### config.mk
export PLATFORM = sky130hd
export DESIGN_NAME = mem_wb_stage
export DESIGN_NICKNAME = d
export VERILOG_FILES = /design/src/design/riscv_isa_pkg.sv /design/src/design/cpu_ctrl_pkg.sv /design/src/design/mem_wb_stage.sv
export SDC_FILE = /design/constraint.sdc
export NUM_CORES = 1
export LEC_CHECK = 0
export BUFFER_PORTS_ARGS = -buffer_cell sky130_fd_sc_hd__buf_2
export CORE_AREA = 2 2 182 184
export DETAILED_ROUTE_END_ITERATION = 7
export DIE_AREA = 0 0 184 186
export PLACE_DENSITY_LB_ADDON = 0.25
export SYNTH_ARGS = -nofsm -noshare
export SYNTH_HDL_FRONTEND = slang
export SYNTH_SLANG_ARGS = --single-unit
export TNS_END_PERCENT = 10
### constraint.sdc
create_clock -name vclk -period 3.75
set_input_delay 0.375 -clock vclk [all_inputs]
set_output_delay 0.375 -clock vclk [all_outputs]
set_load 0.03 [all_outputs]
### src/design/riscv_isa_pkg.sv
package riscv_isa_pkg;

	parameter int xlen = 64;

	// major opcodes of the supported base integer instructions.
	parameter logic [6:0] op_lui    = 7'b0110111;
	parameter logic [6:0] op_auipc  = 7'b0010111;
	parameter logic [6:0] op_jal    = 7'b1101111;
	parameter logic [6:0] op_jalr   = 7'b1100111;
	parameter logic [6:0] op_branch = 7'b1100011;
	parameter logic [6:0] op_load   = 7'b0000011;
	parameter logic [6:0] op_store  = 7'b0100011;
	parameter logic [6:0] op_imm    = 7'b0010011;
	parameter logic [6:0] op_reg    = 7'b0110011;

	// integer operations.
	parameter logic [2:0] f3_add_sub = 3'b000;
	parameter logic [2:0] f3_sll     = 3'b001;
	parameter logic [2:0] f3_slt     = 3'b010;
	parameter logic [2:0] f3_sltu    = 3'b011;
	parameter logic [2:0] f3_xor     = 3'b100;
	parameter logic [2:0] f3_srl_sra = 3'b101;
	parameter logic [2:0] f3_or      = 3'b110;
	parameter logic [2:0] f3_and     = 3'b111;

	// branches.
	parameter logic [2:0] f3_beq  = 3'b000;
	parameter logic [2:0] f3_bne  = 3'b001;
	parameter logic [2:0] f3_blt  = 3'b100;
	parameter logic [2:0] f3_bge  = 3'b101;
	parameter logic [2:0] f3_bltu = 3'b110;
	parameter logic [2:0] f3_bgeu = 3'b111;

	// bit 2 of the load codes marks a zero-extended load.
	parameter logic [2:0] f3_lb  = 3'b000;
	parameter logic [2:0] f3_lh  = 3'b001;
	parameter logic [2:0] f3_lw  = 3'b010;
	parameter logic [2:0] f3_ld  = 3'b011;
	parameter logic [2:0] f3_lbu = 3'b100;
	parameter logic [2:0] f3_lhu = 3'b101;
	parameter logic [2:0] f3_lwu = 3'b110;
	parameter logic [2:0] f3_sb  = 3'b000;
	parameter logic [2:0] f3_sh  = 3'b001;
	parameter logic [2:0] f3_sw  = 3'b010;
	parameter logic [2:0] f3_sd  = 3'b011;

	parameter logic [6:0] f7_alt = 7'b0100000;

	typedef struct packed {
		logic [6:0] funct7;
		logic [4:0] rs2;
		logic [4:0] rs1;
		logic [2:0] funct3;
		logic [4:0] rd;
		logic [6:0] opcode;
	} r_fmt_t;

	typedef struct packed {
		logic [11:0] imm;
		logic [4:0]  rs1;
		logic [2:0]  funct3;
		logic [4:0]  rd;
		logic [6:0]  opcode;
	} i_fmt_t;

	typedef struct packed {
		logic [6:0] imm_hi;
		logic [4:0] rs2;
		logic [4:0] rs1;
		logic [2:0] funct3;
		logic [4:0] imm_lo;
		logic [6:0] opcode;
	} s_fmt_t;

	typedef struct packed {
		logic       imm_12;
		logic [5:0] imm_10_5;
		logic [4:0] rs2;
		logic [4:0] rs1;
		logic [2:0] funct3;
		logic [3:0] imm_4_1;
		logic       imm_11;
		logic [6:0] opcode;
	} b_fmt_t;

	typedef struct packed {
		logic [19:0] imm;
		logic [4:0]  rd;
		logic [6:0]  opcode;
	} u_fmt_t;

	typedef struct packed {
		logic       imm_20;
		logic [9:0] imm_10_1;
		logic       imm_11;
		logic [7:0] imm_19_12;
		logic [4:0] rd;
		logic [6:0] opcode;
	} j_fmt_t;

	typedef union packed {
		r_fmt_t r_fmt;
		i_fmt_t i_fmt;
		s_fmt_t s_fmt;
		b_fmt_t b_fmt;
		u_fmt_t u_fmt;
		j_fmt_t j_fmt;
	} inst_t;

endpackage

### src/design/cpu_ctrl_pkg.sv
package cpu_ctrl_pkg;

	typedef enum logic [3:0] {
		alu_add,
		alu_sub,
		alu_sll,
		alu_slt,
		alu_sltu,
		alu_xor,
		alu_srl,
		alu_sra,
		alu_or,
		alu_and
	} alu_op_e;

	typedef enum logic [1:0] {
		wb_none,
		wb_pc4,
		wb_alu,
		wb_mem
	} wb_sel_e;

	// same codes as the branch funct3 field.
	typedef enum logic [2:0] {
		br_eq  = 3'b000,
		br_ne  = 3'b001,
		br_lt  = 3'b100,
		br_ge  = 3'b101,
		br_ltu = 3'b110,
		br_geu = 3'b111
	} br_cond_e;

	typedef enum logic [1:0] {
		mem_byte,
		mem_half,
		mem_word,
		mem_double
	} mem_size_e;

endpackage

### src/design/mem_wb_stage.sv
`timescale 1ns/1ps

module mem_wb_stage (
	input  logic [riscv_isa_pkg::xlen-1:0]  pc,
	input  logic [riscv_isa_pkg::xlen-1:0]  alu_result,
	input  logic [riscv_isa_pkg::xlen-1:0]  rs2_data,
	input  logic                            mem_re,
	input  logic                            mem_we,
	input  cpu_ctrl_pkg::mem_size_e         mem_size,
	input  logic                            mem_unsigned,
	input  cpu_ctrl_pkg::wb_sel_e           wb_sel,
	input  logic [riscv_isa_pkg::xlen-1:0]  dmem_rdata,
	output logic [riscv_isa_pkg::xlen-1:0]  dmem_addr,
	output logic [riscv_isa_pkg::xlen-1:0]  dmem_wdata,
	output logic [7:0]                      dmem_wstrb,
	output logic                            dmem_re,
	output logic                            dmem_we,
	output logic [riscv_isa_pkg::xlen-1:0]  rd_data
);
	import riscv_isa_pkg::*;
	import cpu_ctrl_pkg::*;

	logic [2:0]      offset;
	logic [7:0]      size_mask;
	logic [2:0]      align_mask;
	logic            ext;
	logic [xlen-1:0] load_shifted;
	logic [xlen-1:0] load_data;

	assign offset    = alu_result[2:0];
	assign dmem_addr = {alu_result[xlen-1:3], 3'b000};
	assign dmem_re   = mem_re;
	assign dmem_we   = mem_we;

	// store data is copied to every lane and the strobes pick the right one.
	always_comb
	begin
		case (mem_size)
			mem_byte:
			begin
				dmem_wdata = {8{rs2_data[7:0]}};
				size_mask  = 8'h01;
				align_mask = 3'b000;
			end
			mem_half:
			begin
				dmem_wdata = {4{rs2_data[15:0]}};
				size_mask  = 8'h03;
				align_mask = 3'b001;
			end
			mem_word:
			begin
				dmem_wdata = {2{rs2_data[31:0]}};
				size_mask  = 8'h0f;
				align_mask = 3'b011;
			end
			default:
			begin
				dmem_wdata = rs2_data;
				size_mask  = 8'hff;
				align_mask = 3'b111;
			end
		endcase
	end

	assign dmem_wstrb = mem_we ? (size_mask << offset) : 8'h00;

	assign ext          = !mem_unsigned;
	assign load_shifted = dmem_rdata >> {offset, 3'b000};

	always_comb
	begin
		case (mem_size)
			mem_byte: load_data = {{(xlen-8){ext & load_shifted[7]}}, load_shifted[7:0]};
			mem_half: load_data = {{(xlen-16){ext & load_shifted[15]}}, load_shifted[15:0]};
			mem_word: load_data = {{(xlen-32){ext & load_shifted[31]}}, load_shifted[31:0]};
			default:  load_data = load_shifted;
		endcase
	end

	always_comb
	begin
		case (wb_sel)
			wb_pc4:  rd_data = pc + xlen'(4);
			wb_alu:  rd_data = alu_result;
			wb_mem:  rd_data = load_data;
			default: rd_data = '0;
		endcase
	end

	rw_excl_a: assert final (!(dmem_re && dmem_we))
		else $error("data read and write strobes both high");

	natural_align_a: assert final (!(mem_re || mem_we) || (offset & align_mask) == 3'b000)
		else $error("misaligned data access at %h", alu_result);

endmodule

; Word level (Yosys, flattened, before mapping)
; Cells that the tools add are included.
[word_totals]
register_bits = 0
latchBits = 0
mem_bits_rw = 0
romBits = 0
in_bits = 263
output_inout_bits = 202
elab_cells = 18
n_memories = 0
[op_classes]
n_addsub = 1
n_mul = 0
n_div = 0
magnitude_cmp = 0
eq_ne = 5
n_shift = 2
mux = 5
bitwise_logic = 3
n_reduce_logical = 2
[ops]
columns = op, count
row1 = 64-bit one-hot mux with 3 select lines, 3
row2 = "64-bit by 3-bit adder with 64-bit output, second input constant", 1
row3 = 64-bit by 6-bit right shift with 64-bit output, 1
row4 = 8-bit one-hot mux with 3 select lines, 1
row5 = 8-bit two-way mux, 1
row6 = 8-bit by 3-bit << shifter with 8-bit output, 1
row7 = "2-bit equality test, second input constant", 3
row8 = "2-bit by 1-bit equality test with 1-bit output, second input constant", 2
row9 = 1-bit bitwise AND, 3
row10 = 2-bit logical NOT, 1
row11 = 1-bit logical NOT, 1

; Longest topological paths before layout
; Gate-level depths: netlist of run 1.
[logic_depth]
ltp_word = 4
mapped_depth = 10
ltp_nobuf = 7

; Worst setup path after synthesis of run 1
; Ideal clock, no wire load.
[synth_timing]
path_type = in2out
startpoint = input alu_result[0] in the netlist's numbering
endpoint = output rd_data[22] in the netlist's numbering
t_arrival_ps = 2511
required_time_ps = 3375
path_slack_ps = 864
stages = 8
n_path_buf = 4
path_cell_list = clkbuf_1 > buf_2 > buf_2 > buf_2 > a211oi_1 > a211oi_1 > o21ai_0 > a221oi_1
[synth_between]
elab_chain_cells = 4
word_cells_on_any_way = 5
classes_between = shift (1) / mux (2) / bitwise (2)
[synth_rtl]
columns = element, line
row1 = "start, declared", mem_wb_stage.sv:5  ; input logic [riscv_isa_pkg::xlen-1:0] alu_result,
row2 = 64-bit by 6-bit right shift with 64-bit output *, mem_wb_stage.sv:69  ; assign load_shifted = dmem_rdata >> {offset, 3'b000};
row3 = 1-bit bitwise AND (on tied branches), "mem_wb_stage.sv:75, mem_wb_stage.sv:74"
row4 = 64-bit one-hot mux with 3 select lines *, mem_wb_stage.sv:73  ; case (mem_size)
row5 = 64-bit one-hot mux with 3 select lines *, mem_wb_stage.sv:83  ; case (wb_sel)
row6 = "end, declared", mem_wb_stage.sv:18  ; output logic [riscv_isa_pkg::xlen-1:0] rd_data
; Mark *: on every way between the ends. The rest lies on a longest branch, timed or not.

; Worst setup path in the final report of run 1
[layout_timing]
startpoint = input alu_result[2] in the netlist's numbering
endpoint = output rd_data[22] in the netlist's numbering
; The elaborated chain is that of the path after synthesis.

==> results of run 1 <==
-- routing by layer --
metal / vias up / global-route usage, %
li1: 4003 / -
met1: 4095 / 24.6
met2: 452 / 45.0
met3: 56 / 3.66
met4: 0 / 8.54
met5: - / 0
-- cells by family (layout without fill, tap and decap cells) --
logic type | Yosys count | after routing | share of synthesized area, %
compound gates | 248 | 248 | 26.1
xor+xnor | 57 | 57 | 8.38
fa+ha+maj | 1 | 1 | 0.210
buf+inv | 161 | 503 | 15.2
mux | 97 | 97 | 21.0
other cells | 1 | 5 | 0.0630
simple gates | 362 | 362 | 28.9
-- stage by stage --
stage                     worst slack, ps  power [mW]
final                                 493        1.41
after detailed placement              511        1.42
after floorplan                       864       0.866
after CTS                             509        1.42
after global routing                  288        1.50
after global placement                586        1.42
-- power groups by stage --
| stage | clock network (mW) | logic [mW] | registers (mW) |
|---|---|---|---|
| 2_1_floorplan | 0 | 0.866 | 0 |
| 3_3_place_gp | 0 | 1.42 | 0 |
| 3_5_place_dp | 0 | 1.42 | 0 |
| 4_1_cts | 0 | 1.42 | 0 |
| 5_1_grt | 0.0000000357 | 1.50 | 0 |
| 6_report | 0.0000000735 | 1.41 | 0 |
-- final cells by class --
cell class | count | area (um2) | area share [%]
Tap cell | 408 | 510 | 6.24
Inverter | 14 | 52.6 | 0.642
Timing Repair Buffer | 489 | 2540 | 31.1
Antenna cell | 2 | 5.00 | 0.0611
Multi-Input combinational cell | 768 | 5070 | 62.0
-- cells in the final DEF (no fill, tap or decap), types with 16 or more instances in the layout --
cell type,instances
sky130_fd_sc_hd__mux2_2,26
sky130_fd_sc_hd__a21oi_1,54
sky130_fd_sc_hd__buf_2,460
sky130_fd_sc_hd__nand3_1,29
sky130_fd_sc_hd__nor2_1,92
sky130_fd_sc_hd__nand4_1,23
sky130_fd_sc_hd__o21ai_1,38
sky130_fd_sc_hd__mux2i_1,51
sky130_fd_sc_hd__o22ai_1,17
sky130_fd_sc_hd__mux4_2,20
sky130_fd_sc_hd__a22oi_1,28
sky130_fd_sc_hd__and3_1,16
sky130_fd_sc_hd__o21ai_0,40
sky130_fd_sc_hd__buf_4,27
sky130_fd_sc_hd__nand2_1,130
sky130_fd_sc_hd__nor3_1,19
sky130_fd_sc_hd__xnor2_1,42
-- final timing paths --
check,start,endpoint,slack (ps),cells past startpoint
setup / recovery,alu_result[2],rd_data[22],490,8
hold / removal,mem_re,dmem_re,750,0
==> impl_results.rst, run 1 <==
.. list-table::
   :header-rows: 1

   * - Metric
     - Value
   * - Outcome
     - complete, no violations
   * - Fraction of power spent switching nets
     - 67.9%
   * - Worst VDD drop
     - 0.0626 mV
   * - Number of endpoints failing setup at the final stage
     - 0
   * - Static power due to leakage
     - 3.81 nW
   * - Comb power frac
     - 100.0%
   * - Die Footprint
     - 34200 um2
   * - Highest net fanout along the worst path
     - 32
   * - Post-synthesis to final-layout area growth
     - 37.4%
   * - Global-route wire length before repair
     - 56500 um
   * - Pin count of the biggest net entering global routing
     - 55
   * - Global-route congestion overflow total
     - 0
   * - Kind of cell adding the most delay to the critical path
     - simple AND/OR/NAND/NOR gates
   * - Total track usage
     - 23.0%
   * - Synth warnings
     - 0
   * - Worst setup EP type
     - primary output
   * - Via count of the first global-routing pass
     - 8355
   * - Resized cells post-CTS
     - 0
   * - Core region area
     - 32200 um2
   * - Buffers added on ports
     - 460
   * - First-pass iteration count of the detailed router
     - 5
   * - Sort of element at the start of the critical path
     - primary input
   * - Via/cell ratio
     - 5.12
   * - Core occupancy in the finished layout
     - 25.4%
   * - Pwr per Cell Area
     - 172 nW/um2
   * - Final Hold Viols
     - 0
   * - Post-route fraction of the period consumed by the critical path
     - 86.8%
   * - Number of buffer and inverter instances along the worst setup path
     - 2
   * - Cells traversed along the worst timing path
     - buf_2, mux2i_1, a22oi_1, nand4_1, nand3_1, nor2_1, a221oi_1, buf_2
   * - Number of standard cells in the layout, taps in and fillers out
     - 1681
   * - Final critical path time including I/O delays and setup
     - 3260 ps
   * - Synth top area share
     - 9.58%
   * - Top cell types by occurrence after synthesis
     - sky130_fd_sc_hd__nand2_1 (130), sky130_fd_sc_hd__nor2_1 (94), sky130_fd_sc_hd__buf_4 (76)
   * - Clock buffer count
     - 0
   * - Post-synth design cell area
     - 5960 um2
   * - Routed length on met3
     - 3100 um
   * - Endpoint arrival time on the critical path
     - 2880 ps
   * - Cell type with the largest total area after synthesis
     - sky130_fd_sc_hd__buf_4
   * - Number of maximum-capacitance constraint violations
     - 0
   * - Most common cell on crit path
     - sky130_fd_sc_hd__buf_2
   * - Number of hold buffers added after CTS
     - 0
   * - Distinct cell type count of the synthesized netlist
     - 64
   * - Met2 Wirelength
     - 21800 um
   * - Cell area after placement
     - 8180 um2
   * - Number of setup buffers added after CTS
     - 0
   * - Post-route cell area
     - 8190 um2
   * - Antenna-violating nets left
     - 0
   * - Worst hold-check path type
     - in -> out
   * - Worst slew margin relative to its limit
     - 41.7%
   * - Routed len/inst
     - 25.0 um
   * - Layout filler cell count
     - 3757
   * - Fin. max-slew vios
     - 0
   * - Unrepaired setup endpoints after global routing
     - no
   * - Hold Slack
     - 750 ps
   * - Overall die height
     - 186 um
   * - Reg power frac
     - 0%
   * - Highest Clock Rate
     - 307 MHz
   * - P_int
     - 0.453 mW
   * - Starting utilization of the core area
     - 18.5%
   * - Total Wirelength
     - 42000 um
   * - Detailed-routing wirelength on met1
     - 15300 um
   * - Width of the die
     - 184 um
   * - Most frequent cell after synthesis
     - sky130_fd_sc_hd__nand2_1
   * - Sequential cell count
     - 0
   * - Post-Place Cells
     - 1679
   * - Cells after Synth
     - 927
   * - WP data required
     - 3380 ps
   * - Mean area per synthesized cell
     - 6.43 um2
   * - Worst Path Class, Setup
     - in -> out
   * - Num rows
     - 66
   * - Slowest stage cell, crit path
     - sky130_fd_sc_hd__nor2_1
   * - Post-DP HPWL
     - 36300 um
   * - Share of cells above drive strength 1
     - 43.3%
   * - Number of placed I/O pins
     - 465
   * - Sum Neg Setup Slack
     - 0 ps
   * - Number of DRC markers in iteration 0
     - 565
   * - Switching Power
     - 0.958 mW
   * - Relative contribution of the clock network to total power
     - 0%
   * - Proportion of synthesized chip area in sequential cells
     - 0%
   * - Cell types occupying the most area after synthesis
     - sky130_fd_sc_hd__buf_4 (9.6%), sky130_fd_sc_hd__mux2i_1 (8.6%), sky130_fd_sc_hd__nand2_1 (8.2%), sky130_fd_sc_hd__mux4_2 (7.6%), sky130_fd_sc_hd__xnor2_1 (6.2%)
   * - Slowest cell delay on critical path
     - 730 ps
   * - Via Count
     - 8606
   * - Placer congestion estimate
     - 0.922
   * - Combined flip-flop and latch cell area
     - 0 um2
   * - Tightest Pin Transition
     - 865 ps
   * - Initial antenna violation count
     - 4
   * - Topmost layer with routed signal wires
     - met4
   * - Net count reported at finish
     - 1537
   * - DRC violations left
     - 0
No activity file was read; power rests on OpenSTA's default activity.
==> inputs of run 2 (changes only) <==
--- a/config.mk
+++ b/config.mk
@@ -6,9 +6,9 @@
 export NUM_CORES = 1
 export LEC_CHECK = 0
 export BUFFER_PORTS_ARGS = -buffer_cell sky130_fd_sc_hd__buf_2
-export CORE_AREA = 2 2 182 184
+export CORE_AREA = 2 2 181 183
 export DETAILED_ROUTE_END_ITERATION = 7
-export DIE_AREA = 0 0 184 186
+export DIE_AREA = 0 0 183 185
 export PLACE_DENSITY_LB_ADDON = 0.25
 export SYNTH_ARGS = -nofsm -noshare
 export SYNTH_HDL_FRONTEND = slang
==> impl_results.rst, run 2 (same netlist as run 1, synthesis figures left out) <==
.. list-table::
   :header-rows: 1

   * - Metric
     - Value
   * - Outcome
     - complete, no violations
   * - Number of endpoints failing setup at the final stage
     - 0 (unchanged)
   * - Sum Neg Setup Slack
     - 0 ps (unchanged)
   * - Core occupancy in the finished layout
     - 25.5% (+0.12 points)
   * - Final critical path time including I/O delays and setup
     - 3470 ps (+217 ps)
   * - Pin count of the biggest net entering global routing
     - 55 (unchanged)
   * - Overall die height
     - 185 um (-0.54%)
   * - Highest Clock Rate
     - 288 MHz (-6.2%)
   * - Die Footprint
     - 33900 um2 (-1.1%)
   * - Routed len/inst
     - 24.6 um (-1.7%)
   * - Core region area
     - 32000 um2 (-0.51%)
   * - Hold Path End
     - dmem_re
   * - Pwr per Cell Area
     - 171 nW/um2 (-0.83%)
   * - Post-route fraction of the period consumed by the critical path
     - 92.6% (+5.8 points)
   * - Highest net fanout along the worst path
     - 54 (+69%)
   * - Unrepaired setup endpoints after global routing
     - no
   * - Post-route cell area
     - 8180 um2 (about the same)
   * - Antenna-violating nets left
     - 0 (unchanged)
   * - Via count of the first global-routing pass
     - 8491 (+1.6%)
   * - Min-Delay Path Depth
     - 0 (unchanged)
   * - Endpoint arrival time on the critical path
     - 3100 ps (+220 ps)
   * - Slowest stage cell, crit path
     - sky130_fd_sc_hd__nor2_1
   * - Initial antenna violation count
     - 6 (+2)
   * - Clock buffer count
     - 0 (unchanged)
   * - Most common cell on crit path
     - sky130_fd_sc_hd__buf_2
   * - Placer congestion estimate
     - 0.902 (-2.1%)
   * - Via Count
     - 8587 (-0.22%)
   * - Width of the die
     - 183 um (-0.54%)
   * - Share of cells above drive strength 1
     - 43.3% (+0.045 points)
   * - Commonest cells after routing, fill and taps aside
     - sky130_fd_sc_hd__buf_2 (460), sky130_fd_sc_hd__nand2_1 (130), sky130_fd_sc_hd__nor2_1 (92)
   * - Worst VDD drop
     - 0.0644 mV (+2.9%)
   * - Combined flip-flop and latch cell area
     - 0 um2 (unchanged)
   * - Sequential cell count
     - 0 (unchanged)
   * - Sort of element at the start of the critical path
     - primary input
   * - Static power due to leakage
     - 3.81 nW (about the same)
   * - Global-route congestion overflow total
     - 0 (unchanged)
   * - DRC violations left
     - 0 (unchanged)
   * - Total Wirelength
     - 41300 um (-1.6%)
   * - Slowest cell delay on critical path
     - 810 ps (+80 ps)
   * - Total design power
     - 1.40 mW (-0.86%)
   * - Post-Place Cells
     - 1680 (+0.060%)
   * - Total track usage
     - 22.8% (-0.15 points)
   * - Via/cell ratio
     - 5.10 (-0.34%)
   * - Number of placed I/O pins
     - 465 (unchanged)
   * - Pre-CTS setup slack
     - 259 ps (-252 ps)
   * - Starting utilization of the core area
     - 18.6% (+0.095 points)
   * - Number of standard cells in the layout, taps in and fillers out
     - 1683 (+0.12%)
   * - Worst slew margin relative to its limit
     - 34.7% (-7.0 points)
   * - Post-DP HPWL
     - 35500 um (-2.2%)
   * - Number of buffer and inverter instances along the worst setup path
     - 3 (+1)
   * - Most frequent standard cell in the layout excluding fill and tap cells
     - sky130_fd_sc_hd__buf_2
   * - Fin. max-slew vios
     - 0 (unchanged)
   * - Worst Path Class, Setup
     - in -> out
   * - First-pass iteration count of the detailed router
     - 7 (+2)
   * - Number of hold buffers added after CTS
     - 0 (unchanged)
   * - Net count reported at finish
     - 1538 (+0.065%)
   * - Number of setup buffers added after CTS
     - 0 (unchanged)
   * - Final WS setup
     - 277 ps (-217 ps)
   * - Worst hold-check path type
     - in -> out
   * - Hold Slack
     - 750 ps (+0.142 ps)
   * - Resized cells post-CTS
     - 0 (unchanged)
   * - Num rows
     - 66 (unchanged)
   * - Buffers added on ports
     - 460 (unchanged)
   * - Worst setup EP type
     - primary output
   * - Final Hold Viols
     - 0 (unchanged)
   * - Cells traversed along the worst timing path
     - buf_2, buf_12, nor2b_1, a22oi_1, nand4_1, nand3_1, nor2_1, a221oi_1, buf_2
   * - Layout filler cell count
     - 3769 (+0.32%)
   * - Number of maximum-capacitance constraint violations
     - 0 (unchanged)
   * - Kind of cell adding the most delay to the critical path
     - simple AND/OR/NAND/NOR gates
   * - Hold Crit Start
     - mem_re
   * - Global-route wire length before repair
     - 56700 um (+0.24%)
   * - WP data required
     - 3380 ps (about the same)
   * - Cell area after placement
     - 8180 um2 (about the same)
   * - Number of DRC markers in iteration 0
     - 534 (-5.5%)
   * - Post-synthesis to final-layout area growth
     - 37.4% (about the same)
   * - Tightest Pin Transition
     - 970 ps (+105 ps)
==> run 2: final cells by class <==
| class | count | area [um2] | share of cell area, % |
|---|---|---|---|
| Multi-Input combinational cell | 768 | 5070 | 62.0 |
| Timing Repair Buffer | 490 | 2540 | 31.0 |
| Tap cell | 408 | 510 | 6.24 |
| Inverter | 14 | 52.6 | 0.642 |
| Antenna cell | 3 | 7.51 | 0.0917 |
==> run 2: report_power, final <==
part | switching, mW | internal, mW | total, mW
Sequential | 0 | 0 | 0
Combinational | 0.947 | 0.452 | 1.40
Clock | 0 | 0.000000108 | 0.000000108
==> run 2: how the worst max path moves through the flow <==
stage | from | to | slack (ps) | cells after the start
floorplan | alu_result[0] | rd_data[22] | 860 | 8
global placement | alu_result[0] | rd_data[25] | 310 | 9
detailed placement | alu_result[0] | rd_data[23] | 260 | 9
CTS | alu_result[0] | rd_data[23] | 250 | 9
global route | alu_result[0] | rd_data[23] | 6 | 9
finish | alu_result[0] | rd_data[23] | 280 | 9
==> run 2: routing by layer <==
layer / routed length [um] / part of all wire, % / global-route usage [%]
met1: 15600 / 38 / 25.3
met3: 2330 / 5.6 / 2.26
met5: 36 / 0.087 / 0
met4: 1080 / 2.6 / 5.70
met2: 22300 / 54 / 46.0
==> inputs of run 3 (changes only) <==
--- a/config.mk
+++ b/config.mk
@@ -6,9 +6,9 @@
 export NUM_CORES = 1
 export LEC_CHECK = 0
 export BUFFER_PORTS_ARGS = -buffer_cell sky130_fd_sc_hd__buf_2
-export CORE_AREA = 2 2 181 183
+export CORE_AREA = 2 2 179 181
 export DETAILED_ROUTE_END_ITERATION = 7
-export DIE_AREA = 0 0 183 185
+export DIE_AREA = 0 0 181 183
 export PLACE_DENSITY_LB_ADDON = 0.25
 export SYNTH_ARGS = -nofsm -noshare
 export SYNTH_HDL_FRONTEND = slang
==> impl_results.rst, run 3 (same netlist as run 1, synthesis figures left out) <==
.. list-table::
   :header-rows: 1

   * - Metric
     - Value
   * - Outcome
     - complete, no violations
   * - Worst VDD drop
     - 0.0523 mV (-19%)
   * - Clock buffer count
     - 0 (unchanged)
   * - Cell area after placement
     - 8160 um2 (-0.15%)
   * - Worst hold-check path type
     - in -> out
   * - Pwr per Cell Area
     - 172 nW/um2 (+0.74%)
   * - Number of DRC markers in iteration 0
     - 497 (-6.9%)
   * - Combined flip-flop and latch cell area
     - 0 um2 (unchanged)
   * - Total Wirelength
     - 41300 um (about the same)
   * - Net count reported at finish
     - 1534 (-0.26%)
   * - Total design power
     - 1.41 mW (+0.56%)
   * - First-pass iteration count of the detailed router
     - 5 (-2)
   * - Post-route fraction of the period consumed by the critical path
     - 90.7% (-2.0 points)
   * - Highest net fanout along the worst path
     - 16 (-70%)
   * - Post-synthesis to final-layout area growth
     - 37.1%
   * - Pin count of the biggest net entering global routing
     - 54 (-1.8%)
   * - Slowest cell delay on critical path
     - 800 ps (about the same)
   * - Total track usage
     - 23.5% (+0.65 points)
   * - Antenna-violating nets left
     - 0 (unchanged)
   * - Hold Slack
     - 750 ps (-0.168 ps)
   * - WP data required
     - 3380 ps (about the same)
   * - Static power due to leakage
     - 3.80 nW (-0.30%)
   * - Endpoint arrival time on the critical path
     - 3020 ps (-80 ps)
   * - Post-DP HPWL
     - 35600 um (+0.27%)
   * - Final WS setup
     - 350 ps (+73.8 ps)
   * - Number of setup buffers added after CTS
     - 0 (unchanged)
   * - Sum Neg Setup Slack
     - 0 ps (unchanged)
   * - Worst slew margin relative to its limit
     - 39.6% (+5.0 points)
   * - Via count of the first global-routing pass
     - 8540 (+0.58%)
   * - Final critical path time including I/O delays and setup
     - 3400 ps (-73.8 ps)
   * - Via/cell ratio
     - 5.12 (+0.33%)
   * - Number of hold buffers added after CTS
     - 0 (unchanged)
   * - Via Count
     - 8559 (-0.33%)
   * - Layout filler cell count
     - 3656 (-3.0%)
   * - Fin. max-slew vios
     - 0 (unchanged)
   * - Final Hold Viols
     - 0 (unchanged)
   * - Global-route wire length before repair
     - 57500 um (+1.5%)
   * - Global-route congestion overflow total
     - 0 (unchanged)
   * - Most frequent standard cell in the layout excluding fill and tap cells
     - sky130_fd_sc_hd__buf_2
   * - Sort of element at the start of the critical path
     - primary input
   * - Core region area
     - 31200 um2 (-2.5%)
   * - Initial antenna violation count
     - 2 (-4)
   * - Post-route cell area
     - 8170 um2 (-0.18%)
   * - Starting utilization of the core area
     - 19.1% (+0.48 points)
   * - Overall die height
     - 183 um (-1.1%)
   * - Routed len/inst
     - 24.7 um (+0.57%)
   * - Sequential cell count
     - 0 (unchanged)
   * - Buffers added on ports
     - 460 (unchanged)
   * - Share of cells above drive strength 1
     - 43.1% (-0.18 points)
   * - Placer congestion estimate
     - 0.928 (+2.9%)
   * - Cells traversed along the worst timing path
     - buf_2, mux2i_1, nand3_1, nand4_1, nand3_1, nor2_1, a221oi_1, buf_2
   * - DRC violations left
     - 0 (unchanged)
   * - Worst Path Class, Setup
     - in -> out
   * - Pre-CTS setup slack
     - 382 ps (+122 ps)
   * - Commonest cells after routing, fill and taps aside
     - sky130_fd_sc_hd__buf_2 (460), sky130_fd_sc_hd__nand2_1 (130), sky130_fd_sc_hd__nor2_1 (92)
   * - Resized cells post-CTS
     - 0 (unchanged)
   * - Number of placed I/O pins
     - 465 (unchanged)
   * - Tightest Pin Transition
     - 902 ps (-67.5 ps)
   * - Unrepaired setup endpoints after global routing
     - no
   * - Die Footprint
     - 33100 um2 (-2.2%)
   * - Highest Clock Rate
     - 294 MHz (+2.2%)
   * - Num rows
     - 65 (-1.5%)
   * - Number of endpoints failing setup at the final stage
     - 0 (unchanged)
   * - Number of maximum-capacitance constraint violations
     - 0 (unchanged)
   * - Width of the die
     - 181 um (-1.1%)
   * - Slowest stage cell, crit path
     - sky130_fd_sc_hd__nor2_1
   * - Worst setup EP type
     - primary output
   * - Area used by multi-input combinational logic
     - 5070 um2 (unchanged)
run 3: cell count changes in the layout (fill, tap and decap cells not counted):
cell | previous run | this run
sky130_fd_sc_hd__buf_4 | 29 | 23
sky130_fd_sc_hd__buf_12 | 1 | 3
sky130_fd_sc_hd__diode_2 | 3 | 2
run 3: worst paths after layout:
| kind | startpoint | slack (ps) | endpoint | cells after the start |
|---|---|---|---|---|
| setup / recovery | alu_result[0] | 350 | rd_data[22] | 8 |
| hold / removal | mem_re | 750 | dmem_re | 0 |
run 3: critical path, delay by kind of cell:
kind                   cells  cell delay (ps)
AOI/OAI and AO/OA          1              250
muxes                      1              360
and+or+nand+nor            4             1460
buffers and inverters      2              560
run 3: power by group:
group	internal [mW]	switching, mW	total (mW)	leakage [nW]
registers	0	0	0	0
logic	0.451	0.956	1.41	3.80
clock network	0.0000000717	0	0.0000000718	0.0000127
total	0.451	0.956	1.41	3.80
run 3: area by class of cell:
| cell class | count | share of cell area (%) |
|---|---|---|
| multi-input cells | 768 | 62.1 |
| repair buffers | 486 | 31.0 |
| well taps | 402 | 6.16 |
| inverters | 14 | 0.643 |
| diodes | 2 | 0.0613 |
run 3: per-layer routing:
| layer | up-vias | global-route usage (%) | routed length, um |
|---|---|---|---|
| met4 | 0 | 5.17 | 958 |
| met2 | 449 | 47.2 | 22400 |
| met1 | 4092 | 26.1 | 15100 |
| li1 | 3984 | - | - |
| met5 | - | 0 | 0 |
| met3 | 34 | 2.88 | 2860 |
run 3: per-stage QoR:
stage	cells	utilization, %
CTS	1670	26.1
floorplan	929	-
detailed placement	1670	26.1
global placement	1670	26.1
global route	1672	26.2
finish	1672	26.2
